<file path="src/design/rvIsaPkg.sv">
// RV64I instruction-set widths, word types and encoding constants shared by the core.
package rvIsaPkg;

    ////////////////////////////////////////
    // Widths and types
    ////////////////////////////////////////
    localparam int xlenW  = 64;                  // Data width.
    localparam int instrW = 32;
    localparam int regAW  = 5;
    localparam int strbW  = xlenW / 8;           // One strobe bit per byte lane.

    typedef logic [xlenW-1:0]  word_t;
    typedef logic [regAW-1:0]  regAddr_t;
    typedef logic [instrW-1:0] instr_t;
    typedef logic [strbW-1:0]  strobe_t;
    typedef logic [6:0]        opcode_t;
    typedef logic [2:0]        funct3_t;

    localparam word_t resetPc   = '0;
    localparam word_t instBytes = 64'd4;         // Fixed 32-bit instruction size.

    ////////////////////////////////////////
    // Major opcodes
    ////////////////////////////////////////
    localparam opcode_t opOp     = 7'b0110011;
    localparam opcode_t opOpImm  = 7'b0010011;
    localparam opcode_t opLui    = 7'b0110111;
    localparam opcode_t opAuipc  = 7'b0010111;
    localparam opcode_t opJal    = 7'b1101111;
    localparam opcode_t opJalr   = 7'b1100111;
    localparam opcode_t opBranch = 7'b1100011;
    localparam opcode_t opLoad   = 7'b0000011;
    localparam opcode_t opStore  = 7'b0100011;

    ////////////////////////////////////////
    // funct3 fields
    ////////////////////////////////////////
    localparam funct3_t f3Beq  = 3'b000;         // Branch kinds.
    localparam funct3_t f3Bne  = 3'b001;
    localparam funct3_t f3Blt  = 3'b100;
    localparam funct3_t f3Bge  = 3'b101;
    localparam funct3_t f3Bltu = 3'b110;
    localparam funct3_t f3Bgeu = 3'b111;

    localparam funct3_t f3Byte  = 3'b000;        // Memory sizes.
    localparam funct3_t f3Word  = 3'b010;
    localparam funct3_t f3Dword = 3'b011;
    localparam funct3_t f3ByteU = 3'b100;

    localparam funct3_t f3Add  = 3'b000;         // Integer ops, sub shares add.
    localparam funct3_t f3Sll  = 3'b001;
    localparam funct3_t f3Slt  = 3'b010;
    localparam funct3_t f3Sltu = 3'b011;
    localparam funct3_t f3Xor  = 3'b100;
    localparam funct3_t f3Srl  = 3'b101;         // Also sra.
    localparam funct3_t f3Or   = 3'b110;
    localparam funct3_t f3And  = 3'b111;

endpackage

</file>
<file path="src/design/ctrlPkg.sv">
// Control selects and the decoded control word passed from the decoder to the datapath.
package ctrlPkg;
    import rvIsaPkg::*;

    typedef enum logic [3:0] {
        aluAdd, aluSub, aluAnd, aluOr, aluXor, aluSlt,
        aluSltu, aluSll, aluSrl, aluSra, aluPassB
    } aluOp_e;

    // Conditional kinds all have bit 2 set.
    typedef enum logic [2:0] {
        brNone = 3'b000,
        brJal  = 3'b001,
        brJalr = 3'b010,
        brEq   = 3'b100,
        brNe   = 3'b101,
        brLt   = 3'b110,                         // Unsigned too, via aluSltu.
        brGe   = 3'b111
    } branch_e;

    typedef enum logic { srcAReg, srcAPc } srcA_e;

    typedef enum logic [1:0] { srcBReg, srcBImm, srcBFour } srcB_e;

    typedef enum logic [2:0] {
        memNone, memLd, memLw, memLbu, memSd, memSw, memSb
    } memOp_e;

    typedef struct packed {
        regAddr_t rd;
        regAddr_t rs1;
        regAddr_t rs2;
        logic     regWen;
        srcA_e    srcA;
        srcB_e    srcB;
        aluOp_e   aluOp;
        branch_e  branch;
        memOp_e   memOp;
        logic     memToReg;                      // Write back load data.
        word_t    imm;
    } ctrl_t;

    localparam ctrl_t ctrlNop = '{rd: '0, rs1: '0, rs2: '0, regWen: 1'b0,
                                  srcA: srcAReg, srcB: srcBReg, aluOp: aluAdd,
                                  branch: brNone, memOp: memNone, memToReg: 1'b0,
                                  imm: '0};

endpackage

</file>
<file path="src/design/instDecode.sv">
// Instruction decoder, turns one RV64I instruction word into the datapath control word.
`timescale 1ns/100ps

module instDecode import rvIsaPkg::*, ctrlPkg::*; (
    input  logic   rstN,
    input  instr_t instr,
    output ctrl_t  ctrl
);
    opcode_t opcode;
    funct3_t funct3;
    word_t   immI, immS, immB, immU, immJ;

    // Maps funct3 to an ALU op; alt picks sub or sra.
    function automatic aluOp_e aluFromFunct(funct3_t f3, logic alt);
        aluOp_e op;
        case (f3)
            f3Add:   op = alt ? aluSub : aluAdd;
            f3Sll:   op = aluSll;
            f3Slt:   op = aluSlt;
            f3Sltu:  op = aluSltu;
            f3Xor:   op = aluXor;
            f3Srl:   op = alt ? aluSra : aluSrl;
            f3Or:    op = aluOr;
            default: op = aluAnd;
        endcase
        return op;
    endfunction

    assign opcode = instr[6:0];
    assign funct3 = instr[14:12];

    ////////////////////////////////////////
    // Immediates
    ////////////////////////////////////////
    assign immI = {{52{instr[31]}}, instr[31:20]};   // Low six bits are shamt.
    assign immS = {{52{instr[31]}}, instr[31:25], instr[11:7]};
    assign immB = {{51{instr[31]}}, instr[31], instr[7], instr[30:25], instr[11:8], 1'b0};
    assign immU = {{32{instr[31]}}, instr[31:12], 12'b0};
    assign immJ = {{43{instr[31]}}, instr[31], instr[19:12], instr[20], instr[30:21], 1'b0};

    always_comb begin
        ctrl = ctrlNop;                              // Reset and unknown opcodes.
        if (rstN) begin
            ctrl.rd  = instr[11:7];
            ctrl.rs1 = instr[19:15];
            ctrl.rs2 = instr[24:20];
            case (opcode)
                opOp: begin
                    ctrl.regWen = 1'b1;
                    ctrl.aluOp  = aluFromFunct(funct3, instr[30]);
                end
                opOpImm: begin
                    ctrl.regWen = 1'b1;
                    ctrl.srcB   = srcBImm;
                    ctrl.imm    = immI;
                    ctrl.aluOp  = aluFromFunct(funct3, (funct3 == f3Srl) && instr[30]);
                end
                opLui: begin
                    ctrl.regWen = 1'b1;
                    ctrl.srcB   = srcBImm;
                    ctrl.aluOp  = aluPassB;
                    ctrl.imm    = immU;
                end
                opAuipc: begin
                    ctrl.regWen = 1'b1;
                    ctrl.srcA   = srcAPc;
                    ctrl.srcB   = srcBImm;
                    ctrl.imm    = immU;
                end
                opJal, opJalr: begin
                    ctrl.regWen = 1'b1;
                    ctrl.srcA   = srcAPc;                // Link is pc plus four.
                    ctrl.srcB   = srcBFour;
                    ctrl.branch = (opcode == opJal) ? brJal : brJalr;
                    ctrl.imm    = (opcode == opJal) ? immJ : immI;
                end
                opBranch: begin
                    ctrl.imm = immB;
                    case (funct3)
                        f3Beq:   begin ctrl.aluOp = aluSub;  ctrl.branch = brEq; end
                        f3Bne:   begin ctrl.aluOp = aluSub;  ctrl.branch = brNe; end
                        f3Blt:   begin ctrl.aluOp = aluSlt;  ctrl.branch = brLt; end
                        f3Bge:   begin ctrl.aluOp = aluSlt;  ctrl.branch = brGe; end
                        f3Bltu:  begin ctrl.aluOp = aluSltu; ctrl.branch = brLt; end
                        f3Bgeu:  begin ctrl.aluOp = aluSltu; ctrl.branch = brGe; end
                        default: ctrl.branch = brNone;
                    endcase
                end
                opLoad: begin
                    ctrl.srcB     = srcBImm;
                    ctrl.imm      = immI;
                    ctrl.memToReg = 1'b1;
                    ctrl.memOp    = (funct3 == f3Dword) ? memLd :
                                    (funct3 == f3Word)  ? memLw :
                                    (funct3 == f3ByteU) ? memLbu : memNone;
                    ctrl.regWen   = (ctrl.memOp != memNone);
                end
                opStore: begin
                    ctrl.srcB  = srcBImm;
                    ctrl.imm   = immS;
                    ctrl.memOp = (funct3 == f3Dword) ? memSd :
                                 (funct3 == f3Word)  ? memSw :
                                 (funct3 == f3Byte)  ? memSb : memNone;
                end
                default: ctrl = ctrlNop;
            endcase
        end
    end

endmodule

</file>
<file path="config.mk">
export PLATFORM = sky130hd
export DESIGN_NAME = instDecode
export DESIGN_NICKNAME = d
export VERILOG_FILES = /design/src/design/rvIsaPkg.sv /design/src/design/ctrlPkg.sv /design/src/design/instDecode.sv
export SDC_FILE = /design/constraint.sdc
export NUM_CORES = 1
export LEC_CHECK = 0
export BUFFER_PORTS_ARGS = -buffer_cell sky130_fd_sc_hd__buf_4
export CAP_MARGIN = 10
export CORE_MARGIN = 2
export CORE_UTILIZATION = 40
export DETAILED_ROUTE_END_ITERATION = 10
export PLACE_DENSITY = 0.89
export SYNTH_ARGS = -nofsm -noshare
export SYNTH_HDL_FRONTEND = slang
export SYNTH_SLANG_ARGS = --single-unit
</file>
<file path="constraint.sdc">
create_clock -name vclk -period 8.6
set_input_delay 1.72 -clock vclk [all_inputs]
set_output_delay 1.72 -clock vclk [all_outputs]
set_load 0.01 [all_outputs]
</file>
# After elaboration in Yosys (flattened, before gate mapping)

Index checks and enable logic that the tools add are counted.

RAM bits: 0
Word-level logic and storage cells: 57
Memories kept: 0
Flip-flop bits (word level): 0
Bits in latches: 0
ROM bits: 0

$lt $le $gt $ge: 0
Reductions and logical operators: 15
Mux-type cells: 26
Bitwise logic cells: 0
Shifts and indexed selects: 0
$add $sub $neg: 0
$mul: 0
Div/mod/pow operators: 0
Equal/unequal tests: 16

Operator list:

| kind                                          | number |
|---|---|
| one-hot mux 64 bit (5 select lines)           | 1 |
| two-way mux 94 bit                            | 1 |
| one-hot mux 4 bit (7 select lines)            | 2 |
| == test 7 x 6 -> 1 bit, second input constant | 3 |
| == test 7 bit, second input constant          | 3 |
| two-way mux 20 bit                            | 1 |
| one-hot mux 4 bit (4 select lines)            | 1 |
| OR reduction 2 bit                            | 8 |
| two-way mux 15 bit                            | 1 |
| == test 7 x 5 -> 1 bit, second input constant | 2 |
| == test 3 bit, second input constant          | 4 |
| one-hot mux 3 bit (2 select lines)            | 2 |
| one-hot mux 3 bit (4 select lines)            | 1 |
| two-way mux 3 bit                             | 3 |
| one-hot mux 3 bit (3 select lines)            | 1 |
| OR reduction 9 bit                            | 1 |
| two-way mux 2 bit                             | 4 |
| == test 7 x 2 -> 1 bit, second input constant | 1 |
| == test 3 x 2 -> 1 bit, second input constant | 2 |
| two-way mux 1 bit                             | 6 |
| OR reduction 6 bit                            | 1 |
| OR reduction 5 bit                            | 1 |
| one-hot mux 2 bit (2 select lines)            | 1 |
| == test 3 x 1 -> 1 bit, second input constant | 1 |
| 5 further kinds                               | 5 |

# Depth between registers and ports, before layout

Gate-level depths: netlist of run 1.

Depth in word-level cells: 7
Mapped depth: 8
Mapped depth without buffers: 4

# Worst setup path after synthesis of run 1

No wires, ideal clock.

Kind: input -> output
Start point: input port instr[4]
End point: output port ctrl[32] (netlist bit)
Data required time: 6.880 ns
Cell stages on the path: 7
Arrival: 4.045 ns
Slack: 2.835 ns
Cell sequence: buf_2 -> nand4b_1 -> nor2_1 -> o31ai_2 -> buf_2 -> nor2_1 -> buf_4

RTL lines:

| item        | line            | source |
|---|---|---|
| from (decl) | instDecode.sv:6 | `input instr_t instr,` |
| to (decl)   | instDecode.sv:7 | `output ctrl_t ctrl` |

==> results of run 1 <==
[cells by family after synthesis]
kind of cell,count (synthesis)
buf+inv,54
compound gates,63
mux,1
simple gates,91
[through the flow]
stage	hold WS (ns)	worst slack (ns)
CTS	3.73	2.68
global route	3.74	2.42
global placement	3.73	2.86
detailed placement	3.73	2.68
finish	3.73	2.68
floorplan	3.57	2.84
[routing by layer]
layer / wire (µm) / track usage [%] / share of wire, % / up-vias
met5: 0 / 0 / 0 / -
met1: 1790 / 28.2 / 41 / 730
met4: 24 / 0.952 / 0.56 / 0
li1: - / - / - / 848
met3: 368 / 1.73 / 8.5 / 2
met2: 2140 / 35.6 / 50 / 73
[cells in the mapped netlist, types with 2 or more instances]
library cell	count	share of area [%]
a211oi_1	2	1.2
a21oi_1	28	11
a22oi_1	5	3.0
a31oi_1	2	1.0
and2_1	23	12
and3_1	3	1.5
buf_2	6	2.4
buf_4	32	19
buf_6	4	3.6
clkbuf_1	8	2.4
inv_1	4	1.2
nand2_1	18	5.4
nand2b_1	5	2.5
nand3_1	4	1.6
nand3b_1	3	1.8
nor2_1	13	3.9
nor2b_1	8	4.0
nor3_1	6	2.4
o21a_1	4	2.4
o21ai_0	9	3.6
o22ai_1	2	1.0
o2bb2ai_1	2	1.4
or3_1	3	1.5
[area by class of cell]
class	count	area share [%]
timing repair buffer	128	50.3
multi-input combinational	155	46.8
tap	33	2.16
inverter	4	0.786
[critical path: cells and delay by family]
kind,cells,cell delay [ns]
simple gates,3,1.90
buf+inv,2,0.39
compound gates,1,0.19
[worst max path at each step]
| stage | start | endpoint |
|---|---|---|
| final | instr[3] | ctrl[43] |
| after global routing | instr[3] | ctrl[43] |
| after CTS | instr[3] | ctrl[43] |
| after detailed placement | instr[3] | ctrl[43] |
| after global placement | instr[3] | ctrl[45] |
| after floorplan | instr[4] | ctrl[32] |
[report_power, final]
group          internal (W)  total (W)  switching [W]
sequential                0          0              0
clock                     0          0              0
combinational     0.0000212  0.0000435      0.0000223
==> results by group, run 1 <==
Power
  – Worst IR Drop VDD: 0.0000160 V
  – Leakage: 0.937 nW
  – Total Power: 0.0000435 W
  – Pwr Density: 22.8 nW/µm²

Synth
  – Syn Nets: 242
  – Synth warn: 0
  – Simple-Gate Fraction of Synth Area: 39.2%
  – Synthesized area: 1250 µm²
  – Adder-cell share of the synthesized area: 0%
  – Cells after Synth: 209
  – Synth cell types: 38
  – Register area share after synthesis: 0%
  – Combinational family with the most area after synthesis: simple AND/OR/NAND/NOR gates
  – Synth Area in Compound Gates: 31.2%
  – Syn avg cell area: 5.99 µm²
  – XOR/XNOR Fraction of Synth Area: 0%
  – Post-synthesis mux area share: 0.800%

Detailed routing
  – Vias: 1,653
  – DRT Pass-1 Iters: 4
  – Routed length per placed instance: 13.5 µm
  – Drc violations: 0
  – Total routed wirelength: 4.32 mm
  – ANT nets after route: 0
  – Iter 0 DRT Violations: 51
  – Vias/cell: 5.17

Min path
  – Hold path start: instr[16]
  – Tightest Hold Check Type: primary input to output pin
  – Worst hold stages: 3
  – Hold worst-path end: ctrl[85]

Die
  – Die height: 59.9 µm
  – Chip width: 59.9 µm
  – Rows: 20
  – Initial Utilization: 41.7%
  – IO Pins: 127
  – Core area: 3000 µm²
  – Die area: 3590 µm²

Finish
  – Final net count: 322
  – FF/Latch Area: 0 µm²
  – Design area: 1910 µm²
  – Num sequential: 0
  – Share of cells above drive strength 1: 46.0%
  – # diodes: 0
  – Area of the multi-input gates: 893 µm²
  – Fillers: 319
  – Commonest non-fill, non-tap cell in the layout: buf_4
  – Clkbuf count: 0
  – Final non-filler cell total: 320
  – Most frequent cells in the layout: 128 x buf_4, 28 x a21oi_1, 23 x and2_1
  – Fin util: 63.6%
  – Syn-to-layout area delta: 52.7%

Status
  – Status: complete, no violations

Critical path
  – Worst-path fanout max: 33
  – Startpoint Class: primary input
  – Crit-path slowest cell: nor2_2
  – WP data arrival: 4.20 ns
  – Slowest stage delay, CP: 0.86 ns
  – Crit-path cells: buf_4, and3b_1, and3_1, o31ai_2, nor2_2, buf_4
  – CP Class: primary input to output pin
  – Worst EP required: 6.88 ns
  – CP most frequent cell: buf_4
  – Critical path capture point type: output pin

Global route
  – Vias in the first global route: 1,239
  – Largest net degree at the start of global routing: 34
  – Global-route wire length before repair: 5.89 mm
  – Initial antenna violation count: 0
  – GR Overflow Total: 0
  – Total track usage: 20.3%

STA
  – Setup TNS: 0 ns
  – Slew Limit Fails: 0
  – Final hold violations: 0
  – Achievable Freq: 169 MHz
  – # setup viols final: 0
  – Unrepaired setup endpoints after global routing: false
  – Post-route minimum period: 5.92 ns
  – Slew at the pin closest to its max-slew limit: 1.17 ns
  – Final period utilization: 68.8%
  – Slew margin rel.: 21.4%

Clock network
  – Hold buffers post-CTS: 0
  – # resized after CTS: 0
  – Post-CTS setup buffer count: 0

Placement
  – Dpl hpwl: 3.45 mm
  – Gpl congestion: 0.880
  – PortBufs: 127
  – Placed Instance Area: 1910 µm²
  – Inst Count DP: 320

Run
  – Max-cap viol count: 0
Power figures use the tool's default switching activity.
==> run 2: changes to the inputs <==
--- a/config.mk
+++ b/config.mk
@@ -5,12 +5,13 @@
 export SDC_FILE = /design/constraint.sdc
 export NUM_CORES = 1
 export LEC_CHECK = 0
+export ABC_AREA = 1
 export BUFFER_PORTS_ARGS = -buffer_cell sky130_fd_sc_hd__buf_4
 export CAP_MARGIN = 10
 export CORE_MARGIN = 2
 export CORE_UTILIZATION = 40
 export DETAILED_ROUTE_END_ITERATION = 10
-export PLACE_DENSITY = 0.89
+export PLACE_DENSITY = 0.83
 export SYNTH_ARGS = -nofsm -noshare
 export SYNTH_HDL_FRONTEND = slang
 export SYNTH_SLANG_ARGS = --single-unit
==> constraint.sdc (replaced) <==
create_clock -name vclk -period 5.9
set_input_delay 1.18 -clock vclk [all_inputs]
set_output_delay 1.18 -clock vclk [all_outputs]
set_load 0.01 [all_outputs]
==> run 2 against run 1 <==
Against the previous run:
- sequential share of layout area unchanged
- wire length up 19%
- clock-buffer cell count stayed put
- global-route usage up 1.4 points
- core utilization decreased by 2.5 points
- final cell count up 36%
- worst setup slack worse by 1.0 ns
- critical endpoint is now ctrl[58]
- largest power group unchanged
==> results by group, run 2 <==
Finish
  – Final net count: 423 (+31%)
  – Most frequent cells in the layout: 128 x buf_4, 80 x nand2_1, 49 x inv_1
  – Syn-to-layout area delta: 46.2%
  – Commonest non-fill, non-tap cell in the layout: buf_4
  – Clkbuf count: 0 (unchanged)
  – FF/Latch Area: 0 µm² (unchanged)
  – Share of cells above drive strength 1: 42.0% (-4.0 points)
  – # diodes: 0 (unchanged)
  – Num sequential: 0 (unchanged)
  – Design area: 2240 µm² (+17%)

Global route
  – Global-route wire length before repair: 7.82 mm (+33%)
  – Largest net degree at the start of global routing: 34 (unchanged)
  – Total track usage: 21.7% (+1.4 points)
  – GR Overflow Total: 0 (unchanged)
  – Vias in the first global route: 1,832 (+48%)
  – Initial antenna violation count: 0 (unchanged)

Die
  – Rows: 22 (+10%)
  – Initial Utilization: 41.8% (+0.17 points)
  – IO Pins: 127 (unchanged)
  – Die height: 65.9 µm (+9.9%)
  – Core area: 3660 µm² (+22%)
  – Die area: 4340 µm² (+21%)
  – Chip width: 65.9 µm (+9.9%)

Min path
  – Tightest Hold Check Type: primary input to output pin
  – Hold path start: instr[26]
  – Worst hold stages: 4 (+1)
  – Hold worst-path end: ctrl[6]

Critical path
  – Worst EP required: 4.72 ns (-2.16 ns)
  – Critical path capture point type: output pin
  – CP Class: primary input to output pin
  – WP data arrival: 3.06 ns (-1.14 ns)
  – Worst-path fanout max: 33 (unchanged)
  – Startpoint Class: primary input

Placement
  – PortBufs: 127 (unchanged)
  – Placed Instance Area: 2240 µm² (+17%)
  – Dpl hpwl: 4.13 mm (+20%)
  – Gpl congestion: 0.924 (+5.0%)

Clock network
  – # resized after CTS: 0 (unchanged)
  – Hold buffers post-CTS: 0 (unchanged)
  – Post-CTS setup buffer count: 0 (unchanged)

Synth
  – Synthesized area: 1530 µm² (+22%)
  – Top cells by area, synth: nand2_1 20%, buf_4 18%, inv_1 12%
  – Synth cell types: 26 (-32%)
  – Syn avg cell area: 5.04 µm² (-16%)
  – Synth area leader: nand2_1
  – Count leader, synth: nand2_1
  – Syn Nets: 337 (+39%)
  – Top cells by count, synth: 80 x nand2_1, 49 x inv_1, 39 x nor2_1
  – Top-area cell type share of the netlist area: 19.6% (+0.41 points)
  – Synth warn: 0 (unchanged)
  – Register area share after synthesis: 0% (unchanged)
  – Cells after Synth: 304 (+45%)

Status
  – Status: complete, no violations

Detailed routing
  – Iter 0 DRT Violations: 101 (+98%)
  – Routed length per placed instance: 11.8 µm (-13%)
  – ANT nets after route: 0 (unchanged)
  – DRT Pass-1 Iters: 4 (unchanged)
  – Vias/cell: 4.75 (-8.1%)
  – Total routed wirelength: 5.13 mm (+19%)
  – Vias: 2,069 (+25%)
  – Drc violations: 0 (unchanged)

STA
  – Slew margin rel.: 25.1% (+3.7 points)
  – Unrepaired setup endpoints after global routing: false
  – Slew at the pin closest to its max-slew limit: 1.12 ns (-0.0448 ns)
  – Final period utilization: 71.8%
  – # setup viols final: 0 (unchanged)
  – Setup TNS: 0 ns (unchanged)
  – Achievable Freq: 236 MHz
  – Final hold violations: 0 (unchanged)
  – Post-route minimum period: 4.24 ns
  – Slew Limit Fails: 0 (unchanged)
  – Hold slack: 2.68 ns (-1.05 ns)

Power
  – Leakage: 1.37 nW (+46%)
  – Pwr Density: 34.2 nW/µm² (+50%)
  – Worst IR Drop VDD: 0.0000186 V (+16%)

Run
  – Max-cap viol count: 0 (unchanged)
==> run 2: worst max path at each step <==
stage / depth (start not counted) / to / slack (ns) / start
after global routing: 8 / ctrl[46] / 1.50 / instr[6]
final: 8 / ctrl[58] / 1.66 / instr[6]
after floorplan: 7 / ctrl[32] / 1.25 / instr[1]
after global placement: 8 / ctrl[63] / 1.79 / instr[6]
after CTS: 8 / ctrl[46] / 1.65 / instr[6]
after detailed placement: 8 / ctrl[46] / 1.65 / instr[6]
==> run 2: cell type report <==
cell class	instances	area, µm²
timing repair buffer	128	961
multi-input combinational	210	1030
inverter	50	188
tap	48	60.1
fill	382	1420
==> run 2: kinds of logic after synthesis <==
group | count (synthesis) | synth area share (%)
AO/OA/AOI/OAI | 40 | 16.3
buffers and inverters | 94 | 33.0
AND/OR/NAND/NOR | 170 | 50.7
==> run 2: metrics by stage <==
step,util [%],std cells,setup WS (ns),power [W]
6_report,61.1,436,1.66,0.0000765
5_1_grt,61.1,436,1.50,0.0000843
4_1_cts,61.1,436,1.65,0.0000766
3_5_place_dp,61.1,436,1.65,0.0000765
3_3_place_gp,61.1,436,1.79,0.0000755
2_1_floorplan,-,304,1.25,0.0000415
==> run 2: routing by layer <==
metal	part of all wire [%]	track usage, %
met4	0.62	3.39
met2	50	40.9
met3	8.6	1.19
met1	41	27.3
met5	0	0
==> run 2: power breakdown <==
group	switching, W	internal, W	total [W]	leakage (nW)
registers	0	0	0	0
clock network	0	0	0	0
logic	0.0000451	0.0000314	0.0000765	1.37
==> run 2: worst max-delay path, stage by stage <==
cell and delay [ns]:
buf_4 0.12, nor2_1 0.51, nand2_1 0.25, inv_2 0.22
nand2_1 0.11, a21boi_2 0.15, buf_4 0.31, buf_4 0.19
==> run 3: changes to the inputs <==
--- a/config.mk
+++ b/config.mk
@@ -9,9 +9,9 @@
 export BUFFER_PORTS_ARGS = -buffer_cell sky130_fd_sc_hd__buf_4
 export CAP_MARGIN = 10
 export CORE_MARGIN = 2
-export CORE_UTILIZATION = 40
+export CORE_UTILIZATION = 37
 export DETAILED_ROUTE_END_ITERATION = 10
-export PLACE_DENSITY = 0.83
+export PLACE_DENSITY = 0.8
 export SYNTH_ARGS = -nofsm -noshare
 export SYNTH_HDL_FRONTEND = slang
 export SYNTH_SLANG_ARGS = --single-unit
==> constraint.sdc (replaced) <==
create_clock -name vclk -period 3.5
set_input_delay 0.7 -clock vclk [all_inputs]
set_output_delay 0.7 -clock vclk [all_outputs]
set_load 0.01 [all_outputs]
==> run 3 against run 2 <==
Against the previous run:
- cell area is 1.8% higher
- sequential cell count stayed put
- critical path depth is 1 higher
- critical endpoint is now ctrl[49]
- first-iteration DRC count is 22% lower
- die area is 7.6% higher
- core utilization is 4.2 points lower
- total power is 73% higher
- clock-buffer cell count stayed put
- critical path type unchanged
- highest routed layer unchanged
- non-clock buffer count is 5 higher
- final cell count is 1.6% higher
- via count is 1.2% higher
==> results by group, run 3 (synthesis results as in run 2) <==
Status
  – Status: complete, no violations

Global route
  – Met3 Use GR: 1.32% (+0.12 points)
  – Global-route wire length before repair: 7.35 mm (-6.1%)
  – GR Overflow Total: 0 (unchanged)
  – Met2 usage: 37.9% (-3.0 points)
  – Met1 Use GR: 24.1% (-3.2 points)
  – Gr busiest metal: met2
  – Vias in the first global route: 1,671 (-8.8%)
  – Initial antenna violation count: 0 (unchanged)
  – Largest net degree at the start of global routing: 34 (unchanged)
  – Total track usage: 19.6% (-2.1 points)

Power
  – NetSw: 0.0000766 W (+70%)
  – Total Power: 0.000132 W (+73%)
  – Sequential share of power: 0% (unchanged)
  – Int Power: 0.0000556 W (+77%)
  – Leakage: 1.39 nW (+1.8%)
  – Worst IR Drop VDD: 0.0000390 V (+110%)
  – Pwr Density: 58.0 nW/µm² (+70%)
  – Net Sw Frac: 57.9% (-1.1 points)
  – Clk pwr share: 0% (unchanged)
  – Logic gate share of total power: 100.0% (about the same)

Detailed routing
  – DRT Pass-1 Iters: 4 (unchanged)
  – Drc violations: 0 (unchanged)
  – Iter 0 DRT Violations: 79 (-22%)
  – Routed length per placed instance: 11.4 µm (-3.1%)
  – ANT nets after route: 0 (unchanged)
  – Vias: 2,094 (+1.2%)
  – Total routed wirelength: 5.05 mm (-1.6%)
  – Vias/cell: 4.73 (-0.39%)

Critical path
  – Crit-path cells: buf_4, nand2_1, inv_1, nand4_2, nand3_2, nand2_1, a21boi_2, buf_4, buf_4
  – WP data arrival: 2.25 ns (-0.81 ns)
  – Crit-path leading delay family: buffers and inverters
  – CP most frequent cell: buf_4
  – CP Class: primary input to output pin
  – Worst-path fanout max: 33 (unchanged)
  – Crit-path slowest cell: buf_4
  – Startpoint Class: primary input
  – Critical path capture point type: output pin
  – Buf/Inv on CP: 4 (unchanged)
  – Slowest stage delay, CP: 0.29 ns (-0.22 ns)
  – Worst EP required: 2.80 ns (-1.92 ns)

Die
  – Rows: 23 (+4.5%)
  – Initial Utilization: 38.3% (-3.5 points)
  – IO Pins: 127 (unchanged)
  – Die height: 68.3 µm (+3.7%)
  – Die area: 4670 µm² (+7.6%)
  – Core area: 4000 µm² (+9.3%)
  – Chip width: 68.3 µm (+3.7%)

Run
  – Max-cap viol count: 0 (unchanged)

STA
  – # setup viols final: 0 (unchanged)
  – Final period utilization: 84.3%
  – Achievable Freq: 339 MHz
  – Slew Limit Fails: 0 (unchanged)
  – Setup TNS: 0 ns (unchanged)
  – Slew at the pin closest to its max-slew limit: 0.396 ns (-0.726 ns)
  – Unrepaired setup endpoints after global routing: false
  – Final WS setup: 0.551 ns (-1.11 ns)
  – Hold slack: 1.72 ns (-0.957 ns)
  – Post-route minimum period: 2.95 ns
  – Slew margin rel.: 73.5% (+48 points)
  – Final hold violations: 0 (unchanged)

Finish
  – Final non-filler cell total: 443 (+1.6%)
  – Fillers: 419 (+9.7%)
  – Syn-to-layout area delta: 48.8%
  – Most frequent cells in the layout: 133 x buf_4, 80 x nand2_1, 49 x inv_1
  – Num sequential: 0 (unchanged)
  – Commonest non-fill, non-tap cell in the layout: buf_4
  – Clkbuf count: 0 (unchanged)
  – FF/Latch Area: 0 µm² (unchanged)
  – Final net count: 428 (+1.2%)
  – Share of cells above drive strength 1: 42.7% (+0.74 points)
  – # diodes: 0 (unchanged)

Placement
  – Inst Count DP: 443 (+1.6%)
  – Dpl hpwl: 4.12 mm (-0.24%)
  – PortBufs: 127 (unchanged)
  – Gpl congestion: 0.992 (+7.3%)
  – Place WS: 0.528 ns (-1.12 ns)

Clock network
  – # resized after CTS: 0 (unchanged)
  – Post-CTS setup buffer count: 0 (unchanged)
  – Hold buffers post-CTS: 0 (unchanged)

Min path
  – Tightest Hold Check Type: primary input to output pin
-- run 3: cell count changes in the layout (fill, tap and decap cells not counted) --
cell   delta
buf_4     +5
-- run 3: area by class of cell --
| type | count | area (µm²) | share of cell area, % |
|---|---|---|---|
| well taps | 50 | 62.6 | 2.75 |
| repair buffers | 133 | 998 | 43.8 |
| inverters | 50 | 188 | 8.24 |
| multi-input cells | 210 | 1030 | 45.2 |
-- run 3: stage by stage --
stage | utilization (%) | area (µm²)
final | 57.0 | 2280
after global routing | 57.0 | 2280
after CTS | 57.0 | 2280
after detailed placement | 57.0 | 2280
after global placement | 57.0 | 2280
after floorplan | - | 1540
-- run 3: power by group through the flow --
stage	sequential [W]	combinational [W]	clock, W
after floorplan	0	0.0000698	0
after global placement	0	0.000130	0
after detailed placement	0	0.000132	0
after CTS	0	0.000132	0
after global routing	0	0.000145	0
final	0	0.000132	0
-- run 3: final timing paths --
| kind | end | from | cells past startpoint | slack (ns) |
|---|---|---|---|---|
| hold / removal | ctrl[93] | instr[11] | 4 | 1.72 |
| setup / recovery | ctrl[49] | instr[1] | 9 | 0.55 |
-- run 3: layer usage --
layer  up-vias  part of all wire (%)
li1       1085                     -
met1       881                    40
met2       124                    49
met3         4                    10
met4         0                  0.71
met5         -                     0
-- run 3: tightest hold or removal path: cells and delay by family --
family        cells  cell delay, ns
simple gates      1            0.03
buf+inv           3            0.28
